[src/common/flash_consts.svh]
`ifndef FLASH_CONSTS_SVH
`define FLASH_CONSTS_SVH

// ************************************************************
// Command codes
// ************************************************************
`define FLASH_CMD_WAKEUP    8'hAB
`define FLASH_CMD_FAST_READ 8'h0B
`define FLASH_CMD_READ_ID   8'h9F

// ************************************************************
// Identifier and frame layout
// ************************************************************
`define FLASH_CHIP_ID       24'h010000  // Streamed MSB first, repeats

`define FLASH_ADDR_BYTES    3           // Address bytes after fast-read
`define FLASH_DUMMY_BYTES   1           // Dummy bytes before data

`endif

[src/common/flash_pkg.sv]
`include "flash_consts.svh"

package flash_pkg;

    typedef enum logic [7:0] {
        cmd_wakeup    = `FLASH_CMD_WAKEUP,
        cmd_fast_read = `FLASH_CMD_FAST_READ,
        cmd_read_id   = `FLASH_CMD_READ_ID
    } flash_cmd_e;

    typedef enum logic [2:0] {
        mode_idle,      // Waiting for command byte
        mode_addr,      // Collecting address bytes
        mode_dummy,     // Skipping dummy byte
        mode_send,      // Streaming pattern bytes
        mode_id,        // Streaming identifier
        mode_ignore     // Wake-up or unknown command
    } flash_mode_e;

    typedef struct packed {
        logic       strobe;     // One cycle after the 8th bit
        logic [7:0] data;
    } rx_byte_t;

    typedef struct packed {
        logic       load_data;
        logic       load_id;
        logic [7:0] data;       // Reply byte for load_data
    } tx_ctrl_t;

endpackage

[src/verilog/spi_rx_shifter.sv]
`timescale 1ns/1ps

module spi_rx_shifter (
    input  logic                sclk,
    input  logic                cs,
    input  logic                si,
    output flash_pkg::rx_byte_t rx
);

    logic [2:0] bit_cnt;
    logic [7:0] shift_reg;
    logic       strobe_q;

    // ************************************************************
    // Bit counter and shift register
    // ************************************************************
    always_ff @(posedge sclk or posedge cs) begin
        if (cs) begin
            bit_cnt   <= 3'd0;
            shift_reg <= 8'd0;
        end else begin
            bit_cnt   <= bit_cnt + 3'd1;            // Wraps every byte
            shift_reg <= {shift_reg[6:0], si};      // MSB first
        end
    end

    // Byte complete on the edge where the counter wraps
    always_ff @(posedge sclk or posedge cs) begin
        if (cs) begin
            strobe_q <= 1'b0;
        end else begin
            strobe_q <= (bit_cnt == 3'd7);
        end
    end

    // shift_reg holds the whole byte during the strobe cycle
    assign rx = '{strobe: strobe_q, data: shift_reg};

endmodule

[src/flash_cmd/flash_cmd_decoder.sv]
`timescale 1ns/1ps

`include "flash_consts.svh"

module flash_cmd_decoder (
    input  logic                sclk,
    input  logic                cs,
    input  flash_pkg::rx_byte_t rx,
    output flash_pkg::tx_ctrl_t tx_ctrl,
    output logic                unknown_cmd
);

    import flash_pkg::*;

    flash_mode_e mode;
    flash_cmd_e  cmd;
    logic [1:0]  byte_cnt;
    logic [23:0] addr;
    logic [7:0]  pattern;
    logic        addr_last;
    logic        dummy_last;
    logic        addr_shift;

    assign cmd        = flash_cmd_e'(rx.data);
    assign addr_last  = (byte_cnt == 2'(`FLASH_ADDR_BYTES - 1));
    assign dummy_last = (byte_cnt == 2'(`FLASH_DUMMY_BYTES - 1));
    assign addr_shift = rx.strobe && (mode == mode_addr);

    assign pattern = addr[23:16] ^ addr[15:8] ^ addr[7:0];   // Reply byte for addr

    // ************************************************************
    // Command FSM, steps once per received byte
    // ************************************************************
    always_ff @(posedge sclk or posedge cs) begin
        if (cs) begin
            mode        <= mode_idle;
            byte_cnt    <= 2'd0;
            unknown_cmd <= 1'b0;
        end else if (rx.strobe) begin
            case (mode)
                mode_idle: begin
                    byte_cnt <= 2'd0;
                    case (cmd)
                        cmd_fast_read: mode <= mode_addr;
                        cmd_read_id:   mode <= mode_id;
                        cmd_wakeup:    mode <= mode_ignore;
                        default: begin
                            mode        <= mode_ignore;
                            unknown_cmd <= 1'b1;      // Sticky until cs
                        end
                    endcase
                end
                mode_addr: begin
                    if (addr_last) begin
                        byte_cnt <= 2'd0;
                        mode     <= mode_dummy;
                    end else begin
                        byte_cnt <= byte_cnt + 2'd1;
                    end
                end
                mode_dummy: begin
                    if (dummy_last) begin
                        byte_cnt <= 2'd0;
                        mode     <= mode_send;
                    end else begin
                        byte_cnt <= byte_cnt + 2'd1;
                    end
                end
                default: begin
                    mode <= mode;                     // send, id and ignore hold
                end
            endcase
        end
    end

    // ************************************************************
    // Transmit requests, combinational on the strobe
    // ************************************************************
    always_comb begin
        tx_ctrl = '0;
        tx_ctrl.data = pattern;
        if (rx.strobe) begin
            case (mode)
                mode_idle:  tx_ctrl.load_id   = (cmd == cmd_read_id);
                mode_dummy: tx_ctrl.load_data = dummy_last;   // First data byte
                mode_send:  tx_ctrl.load_data = 1'b1;
                default:    tx_ctrl.load_data = 1'b0;
            endcase
        end
    end

    // Address register, shifted in then stepped per reply byte
    always_ff @(posedge sclk) begin
        if (addr_shift) begin
            addr <= {addr[15:0], rx.data};
        end else if (tx_ctrl.load_data) begin
            addr <= addr + 24'd1;                     // Wraps at 24 bits
        end
    end

endmodule

[src/verilog/flash_tx_shifter.sv]
`timescale 1ns/1ps

`include "flash_consts.svh"

module flash_tx_shifter (
    input  logic                sclk,
    input  logic                cs,
    input  flash_pkg::tx_ctrl_t tx_ctrl,
    output logic                so,
    output logic                so_en
);

    logic [23:0] out_reg;
    logic        rotate;

    // ************************************************************
    // Output register
    // ************************************************************
    always_ff @(posedge sclk or posedge cs) begin
        if (cs) begin
            out_reg <= 24'd0;
            rotate  <= 1'b0;
        end else if (tx_ctrl.load_id) begin
            out_reg <= `FLASH_CHIP_ID;
            rotate  <= 1'b1;                          // Identifier repeats
        end else if (tx_ctrl.load_data) begin
            out_reg <= {tx_ctrl.data, 16'd0};
            rotate  <= 1'b0;
        end else if (rotate) begin
            out_reg <= {out_reg[22:0], out_reg[23]};
        end else begin
            out_reg <= {out_reg[22:0], 1'b0};
        end
    end

    // Enabled from the first load until cs
    always_ff @(posedge sclk or posedge cs) begin
        if (cs) begin
            so_en <= 1'b0;
        end else if (tx_ctrl.load_id || tx_ctrl.load_data) begin
            so_en <= 1'b1;
        end
    end

    assign so = out_reg[23];                          // MSB first

endmodule

[src/verilog/flash_pattern_responder.sv]
`timescale 1ns/1ps

module flash_pattern_responder (
    input  logic sclk,
    input  logic cs,
    input  logic si,
    output logic so,
    output logic so_en,
    output logic unknown_cmd
);

    import flash_pkg::*;

    rx_byte_t rx;
    tx_ctrl_t tx_ctrl;

    // ************************************************************
    // Receive, decode, transmit
    // ************************************************************
    spi_rx_shifter spi_rx_shifter_i (
        .sclk (sclk),
        .cs   (cs),
        .si   (si),
        .rx   (rx)
    );

    flash_cmd_decoder flash_cmd_decoder_i (
        .sclk        (sclk),
        .cs          (cs),
        .rx          (rx),
        .tx_ctrl     (tx_ctrl),
        .unknown_cmd (unknown_cmd)
    );

    flash_tx_shifter flash_tx_shifter_i (
        .sclk    (sclk),
        .cs      (cs),
        .tx_ctrl (tx_ctrl),
        .so      (so),
        .so_en   (so_en)
    );

endmodule

[config.mk]
export PLATFORM = sky130hd
export DESIGN_NAME = flash_pattern_responder
export DESIGN_NICKNAME = d
export VERILOG_FILES = /design/src/common/flash_pkg.sv /design/src/verilog/spi_rx_shifter.sv /design/src/flash_cmd/flash_cmd_decoder.sv /design/src/verilog/flash_tx_shifter.sv /design/src/verilog/flash_pattern_responder.sv
export VERILOG_INCLUDE_DIRS = /design/src /design/src/common
export SDC_FILE = /design/constraint.sdc
export NUM_CORES = 1
export LEC_CHECK = 0
export BUFFER_PORTS_ARGS = -buffer_cell sky130_fd_sc_hd__buf_2
export CAP_MARGIN = 0
export CORE_MARGIN = 1.5
export CORE_UTILIZATION = 55
export CTS_BUF_LIST = sky130_fd_sc_hd__clkbuf_8
export CTS_CLUSTER_SIZE = 24
export DETAILED_ROUTE_END_ITERATION = 12
export PLACE_DENSITY = 0.71
export REMOVE_ABC_BUFFERS = 1
export SKIP_LAST_GASP = 1
export SYNTH_ARGS = -nofsm -noshare
export SYNTH_HDL_FRONTEND = slang
export SYNTH_HIERARCHICAL = 1
export SYNTH_SLANG_ARGS = --single-unit
[constraint.sdc]
create_clock -name sclk -period 5.8 [get_ports sclk]
set_input_delay 0.58 -clock sclk [delete_from_list [all_inputs] [get_ports sclk]]
set_output_delay 0.58 -clock sclk [all_outputs]
set_load 0.02 [all_outputs]
---- Word-level counts from Yosys, hierarchy flattened ----
Cells that the tools add are included.
word-level totals
  register bits ........................... 68
  output and inout port bits .............. 3
cells by class
  add/subtract/negate cells ............... 3
  equal/unequal tests ..................... 10
  multiplexer cells ....................... 17
  bitwise logic cells ..................... 3
  reductions and logical operators ........ 11
operators by type and width
  operator                                                number
  two-way mux 24 bit                                      4
  adder 24 x 1 -> 24 bit (second input constant)          1
  equality test 8 bit (second input constant)             2
  XOR 8 bit                                               2
  case mux 3 bit (3 select lines)                         1
  equality test 8 x 4 -> 1 bit (second input constant)    1
  equality test 3 x 2 -> 1 bit (second input constant)    2
  two-way mux 2 bit                                       3
  two-way mux 3 bit                                       2
  case mux 2 bit (3 select lines)                         1
  case mux 3 bit (2 select lines)                         1
  two-way mux 1 bit                                       4
  inequality test 2 x 1 -> 1 bit (second input constant)  2
  AND reduction 4 bit                                     1
  nonzero test 2 bit                                      2
  adder 3 x 1 -> 3 bit (second input constant)            1
  equality test 3 x 1 -> 1 bit (second input constant)    1
  equality test 3 bit (second input constant)             1
  logical NOT 3 bit                                       1
  AND reduction 3 bit                                     1
  nonzero test 3 bit                                      1
  OR reduction 3 bit                                      1
  adder 2 x 1 -> 2 bit (second input constant)            1
  equality test 2 bit (second input constant)             1
  6 further kinds                                         6

---- Logic depth before layout (Yosys ltp) ----
Gate-level depths: netlist of the first run.
  depth in word-level cells ............... 5
  mapped depth ............................ 7
  gate-level depth less buffers ........... 6

---- Modules after synthesis ----
The synthesis of the first run kept the hierarchy.
by module, submodules not included
  module             instances  cells each  area each (um^2)
  flash_cmd_decoder  1          236         2197.1
  flash_tx_shifter   1          66          912.1
  spi_rx_shifter     1          17          340.3

---- Least setup slack after synthesis of the first run ----
Ideal clock, no wire load.
  kind .................................... reg-to-reg
  start ................................... reg flash_cmd_decoder_i.mode[0]
  end ..................................... reg flash_cmd_decoder_i.addr[0], enable pin
  setup time .............................. 0.438 ns
  data arrival time ....................... 2.527 ns
  data required time ...................... 5.362 ns
  path slack .............................. 2.834 ns
  cell stages (with the launch flop) ...... 4
  path buffers ............................ 1
  period minus slack after synthesis ...... 2.966 ns
  path through ............................ dfrtp_1 clkbuf_1 o21ai_0 o21ai_0
on the way
  word-level cells in the longest chain between the ends .. 4
  elaborated cells between the ends (all ways) .. 7
  classes of those cells .................. eq/ne (3); mux (2); reduce/logical (2)
ends and longest elaborated chain
  item                                   RTL line                 source
  start, declared                        flash_cmd_decoder.sv:15  flash_mode_e mode;
  start signal, assigned                 flash_cmd_decoder.sv:36  mode <= mode_idle;
  start signal, assigned                 flash_cmd_decoder.sv:44  cmd_fast_read: mode <= mode_addr;
  start signal, assigned                 flash_cmd_decoder.sv:45  cmd_read_id: mode <= mode_id;
  equality test 3 x 2 -> 1 bit           flash_cmd_decoder.sv:83  case (mode)
  case mux 1 bit (2 select lines)        flash_cmd_decoder.sv:83
  two-way mux 2 bit                      flash_cmd_decoder.sv:82  if (rx.strobe) begin
  nonzero test 2 bit (no source line) *  --
  end signal, assigned                   flash_cmd_decoder.sv:95  addr <= {addr[15:0], rx.data};
  end signal, assigned                   flash_cmd_decoder.sv:97  addr <= addr + 24'd1;
  end, declared                          flash_cmd_decoder.sv:18  logic [23:0] addr;
Every way passes the cells marked *; elsewhere a longest branch is shown, timed or not.
A chain may end at the register's enable or synchronous reset.

==> flow_metrics.tcl, run 1 <==
set metrics [dict create \
    period_share 0.3919 \
    setup_viol 0 \
    critical_path.max_stage_delay_ps 790 \
    port_buffers 5 \
    dieArea_um2 6756 \
    drive_above_1_share 0.1094 \
    maxCapViolations 0 \
    crit_family "simple AND/OR/NAND/NOR gates" \
    cts_tree "done" \
    floorplan.initialDensity 0.5758 \
    synth_top_family_by_area "simple AND/OR/NAND/NOR gates" \
    n_antenna_cell 0 \
    total_power_uw 899.9 \
    core_area_um2 5991 \
    track_usage 0.2180 \
    drtPass1Iterations 4 \
    hold_viol 0 \
    cts_max_path_buffers 2 \
    synthAdderAreaFrac 0.02176 \
    synth_common_cells "dfrtp_1 (44), nand2_1 (35), xnor2_1 (28), edfxtp_1 (24), nor2_1 (20)" \
    crit_chain "inv_1 -> ha_1 -> o21ai_0 -> nor2_1 -> nor2_2 -> and3_1" \
    synth_edf_count 24 \
    muxShareOfSynthArea 0.03192 \
    powerDensity_nw_per_um2 244.5 \
    arrival_ps 2500 \
    hp-class "input port to asynchronous set/reset pin" \
    end_kind "register" \
    synth_area_leaders "dfrtp_1 (32%), edfxtp_1 (21%), xnor2_1 (7.1%), nand2_1 (3.8%), and2_1 (3.3%)" \
    ys_seq_area_frac 0.5281 \
    avgViaCountPerCell 5.727 \
    place_area_um2 3482 \
    insertion_delay_ps 340 \
    synth_warnings 6 \
    skew_ps 9.096 \
    crit_slowest_cell "nor2_1" \
    critical_path_buf_inv_count 1 \
    fmax_mhz 439.9 \
    status "finished, final reports clean" \
    yosysMostFrequentCell "dfrtp_1" \
    layout.nets 324 \
    fin_hold_ws_ps 166.2 \
    ff2ff_setup_slack_ps 3530 \
    final_design_area_no_fill_um2 3680 \
    grt_pass1_wl_mm 10.71 \
    rsz0062_at_grt "no" \
    ir_worst_vdd_mv 0.1531 \
    wl_per_cell_um 16.07 \
    fin_setup_tns_ps 0 \
    synth-compound-area-share 0.07980 \
    synth-main-ff-cell "dfrtp_1" \
    syn_avg_cell_area_um2 10.81 \
    drt-initial-drc-count 159 \
    fin_crit_ps 2273 \
    finalMaxSlewViolations 0 \
    synthSimpleGateAreaFrac 0.2155 \
    grt_overflow 0 \
    dr_total_vias 2262 \
    antenna_found_initial 0 \
    worst_setup_path_start_kind "register" \
    cts_resized 0 \
    rows 28 \
    final_antenna_net_count 0 \
    hpwlAfterDp_mm 4.244 \
    yosys.area.top_type "dfrtp_1" \
    crit_required_ps 6030 \
    ctsHtreeMaxLevel 3 \
    synth.cell_area_um2 3450 \
    clk_pin_slew_ps 70 \
    nFillCells 493 \
    cts_root_buf "clkbuf_8" \
    grt_max_degree 49 \
    ys_ff_latch 68 \
    globalplace.congestion 0.8187 \
    die_y_um 82.20 \
    wirelength_mm 6.346 \
    synth_cells 319 \
    path_max_fanout 16 \
    power_leakage_uw 0.001486 \
    cts_buffers 9 \
    cts_setup_buffers 0 \
    ys_types 49 \
    synthArstFlopShare 0.6471 \
    postCtsHoldBufs 0 \
    synth-xor-area-share 0.07871 \
    relSlewSlack 0.3299 \
    cts.sinks 68 \
    num_io_pins 6 \
    drc_errors 0 \
    worst-setup-path-type "register to register" \
    syn2layout_area_growth_pct 6.674 \
    tightest_slew_ps 1001 \
    synth.top_cell.area_share 0.3192 \
    grt_pass1_vias 2173 \
    die_w_um 82.20 \
]
worst register-to-register path, delay by kind of cell, from the launching register on:
kind                       cells  cell delay (ps)
adders and majority gates      1              200
buffers and inverters          1              120
and+or+nand+nor                3             1320
DFF                            1              410
AOI/OAI and AO/OA              1              120
worst paths after layout:
kind	start	endpoint	cells past startpoint
max in group asynchronous	cs	flash_tx_shifter_i/out_reg[5]	2
max reg2reg	flash_cmd_decoder_i/byte_cnt[1]	flash_tx_shifter_i/out_reg[0]	6
max	flash_cmd_decoder_i/byte_cnt[1]	flash_tx_shifter_i/out_reg[0]	6
min reg2reg	spi_rx_shifter_i/shift_reg[6]	spi_rx_shifter_i/shift_reg[7]	0
min in group sclk	si	spi_rx_shifter_i/shift_reg[0]	1
min	cs	flash_cmd_decoder_i/mode[0]	2
layer usage:
metal,track usage,up-vias,part of all wire
met5,0,-,0
met4,0.07966,0,0.0077
met3,0.06374,4,0.046
met2,0.3285,56,0.47
met1,0.2979,1100,0.48
li1,-,1102,-
report_power, final:
part / leakage (uW) / total (uW) / switching [uW] / internal [uW]
clock: 0.000113 / 388 / 171 / 217
combinational: 0.000581 / 10.3 / 7.59 / 2.68
sequential: 0.000792 / 502 / 3.90 / 498
cells by family (layout without fill, tap and decap cells):
kind of cell | count (synthesis) | count (layout)
muxes | 11 | 11
AOI/OAI and AO/OA | 43 | 43
and+or+nand+nor | 126 | 126
DFF | 68 | 68
xor gates and xnor gates | 31 | 31
adders and majority gates | 6 | 6
buffers and inverters | 34 | 35
through the flow:
| stage | worst slack [ps] | instances | utilization |
|---|---|---|---|
| 2_1_floorplan | 2877 | 298 | - |
| 3_3_place_gp | 3621 | 379 | 0.5812 |
| 3_5_place_dp | 3502 | 379 | 0.5812 |
| 4_1_cts | 3485 | 395 | 0.6142 |
| 5_1_grt | 3348 | 395 | 0.6142 |
| 6_report | 3527 | 395 | 0.6142 |
layout make-up:
type	instances	area, um2	area share
Sequential cell	68	1822	0.4951
Inverter	13	48.80	0.01326
Timing Repair Buffer	6	32.53	0.008841
Multi-Input combinational cell	217	1485	0.4036
Clock inverter	5	46.29	0.01258
Tap cell	75	93.84	0.02550
Clock buffer	11	151.4	0.04114
cell usage in the layout (no fill, tap or decap), types with 2 or more instances in the layout:
cell type	n
a21oi_1	9
a221o_1	2
a31o_2	3
a31oi_1	2
and2_1	18
and3_1	4
and4b_1	2
buf_2	5
clkbuf_8	11
dfrtp_1	44
edfxtp_1	24
ha_1	6
inv_1	16
mux2i_1	11
nand2_1	35
nand3_1	9
nand4_1	5
nand4_4	2
nor2_1	20
nor2b_1	2
nor3_1	10
nor4_1	6
nor4_2	2
nor4_4	3
o21ai_0	11
o21ai_1	6
o21ai_2	2
xnor2_1	28
xor2_1	3
Note: power is estimated with default switching activity, not from simulation.
==> run 2: changes to the inputs <==
clock period = 2.1 ns   (was 5.8 ns; I/O delays follow)
==> flow_metrics.tcl, run 2 (same netlist as run 1, synthesis figures left out) <==
set metrics [dict create \
    status "finished, final reports clean" \
    end_kind "register" \
    setup_viol 0 \
    port_buffers 5 \
    grt_overflow 0 \
    path_max_fanout 6 \
    dieArea_um2 6756 \
    cts.sinks 68 \
    avgViaCountPerCell 5.531 \
    clk_pin_slew_ps 80 \
    core_area_um2 5991 \
    floorplan.initialDensity 0.5758 \
    hpwlAfterDp_mm 4.459 \
    drc_errors 0 \
    antenna_found_initial 0 \
    globalplace.congestion 0.8349 \
    period_share 0.8635 \
    drtPass1Iterations 4 \
    mostFrequentLayoutCells "dfrtp_1 (44), nand2_1 (35), xnor2_1 (28)" \
    worst_r2r_endpoint "flash_cmd_decoder_i/addr[16]" \
    cts_tree "done" \
    rows 28 \
    power_leakage_uw 0.001577 \
    relSlewSlack 0.5983 \
    die_w_um 82.20 \
    rsz0062_at_grt "no" \
    worst_setup_path_start_kind "register" \
    tightest_slew_ps 602.5 \
    track_usage 0.2140 \
    arrival_ps 1920 \
    fin_setup_tns_ps 0 \
    drt-initial-drc-count 175 \
    ff2ff_setup_slack_ps 290 \
    ctsHtreeMaxLevel 3 \
    fin_ws_ps 286.6 \
    wl_per_cell_um 15.47 \
    maxCapViolations 0 \
    dp_worst_setup_slack_ps 294.2 \
    finalMaxSlewViolations 0 \
    worst-setup-path-type "register to register" \
    crit_start "flash_cmd_decoder_i/addr[8]" \
    fin_util 0.6401 \
    die_y_um 82.20 \
    fin_crit_ps 1813 \
    grt_pass1_vias 2201 \
    r2r_cells 4 \
    final_antenna_net_count 0 \
    cts_buffers 9 \
    grt_max_degree 28 \
    syn2layout_area_growth_pct 11.17 \
    grt_pass1_wl_mm 10.61 \
    num_io_pins 6 \
    reg2reg_from "flash_cmd_decoder_i/addr[8]" \
    layout.nets 345 \
    cts_root_buf "clkbuf_8" \
    insertion_delay_ps 350 \
    n_antenna_cell 0 \
    powerDensity_nw_per_um2 641.6 \
    dr_total_vias 2301 \
    final_common_cell "dfrtp_1" \
    hp-class "input port to asynchronous set/reset pin" \
    hold_viol 0 \
    crit_required_ps 2210 \
    cts_setup_buffers 0 \
    wirelength_mm 6.437 \
    fmax_mhz 551.4 \
    drive_above_1_share 0.1642 \
    ir_worst_vdd_mv 0.4879 \
    cts_max_path_buffers 2 \
    skew_ps 10.37 \
]
run 2: worst max path at each step:
stage,endpoint,slack [ps],cells after the start
2_1_floorplan,flash_cmd_decoder_i/addr[0],-820,4
3_3_place_gp,flash_cmd_decoder_i/addr[16],350,4
3_5_place_dp,flash_cmd_decoder_i/addr[16],290,4
4_1_cts,flash_cmd_decoder_i/addr[16],290,4
5_1_grt,flash_cmd_decoder_i/addr[17],160,4
6_report,flash_cmd_decoder_i/addr[16],290,4
run 2: critical path: stages, from the launching register on:
cell and delay (ps):
edfxtp_1 520, nand4_4 220, nor4_4 410, a31oi_1 130, o31a_1 290
run 2: layout make-up:
type / count / area (um2)
fillers: 474 / 2156
flip-flops and latches: 68 / 1822
multi-input cells: 217 / 1485
repair buffers: 27 / 195.2
clock buffers: 9 / 123.9
well taps: 75 / 93.84
clock inverters: 7 / 66.31
inverters: 13 / 48.80
run 2: power breakdown:
part	internal (uW)	switching [uW]	total, uW	leakage (uW)
clock	544	497	1040	0.000101
sequential	1380	10.4	1390	0.000792
combinational	11.4	22.5	33.9	0.000684
total	1930	530	2460	0.00158
run 2: stage by stage:
step	total power [uW]	hold WS, ps	instance area [um2]	instances
2_1_floorplan	1431	0.9591	3346	298
5_1_grt	2558	351.7	3835	416
4_1_cts	2492	331.4	3835	416
6_report	2461	342.9	3835	416
3_5_place_dp	1445	161.7	3625	398
3_3_place_gp	1443	161.1	3625	398
run 2: routing by layer:
layer	global-route usage	wire length, um	vias to the layer above	part of all wire
met1	0.2942	3142	1114	0.49
met3	0.03956	236	12	0.037
met4	0.1017	138	0	0.021
met2	0.3260	2920	34	0.45
li1	-	-	1141	-
met5	0	0	-	0
run 2: timing repair:
item | in CTS | in global routing
gates resized for setup | 0 | 0
endpoints found under the hold margin | 45 | 0
hold buffers | 2 | 0
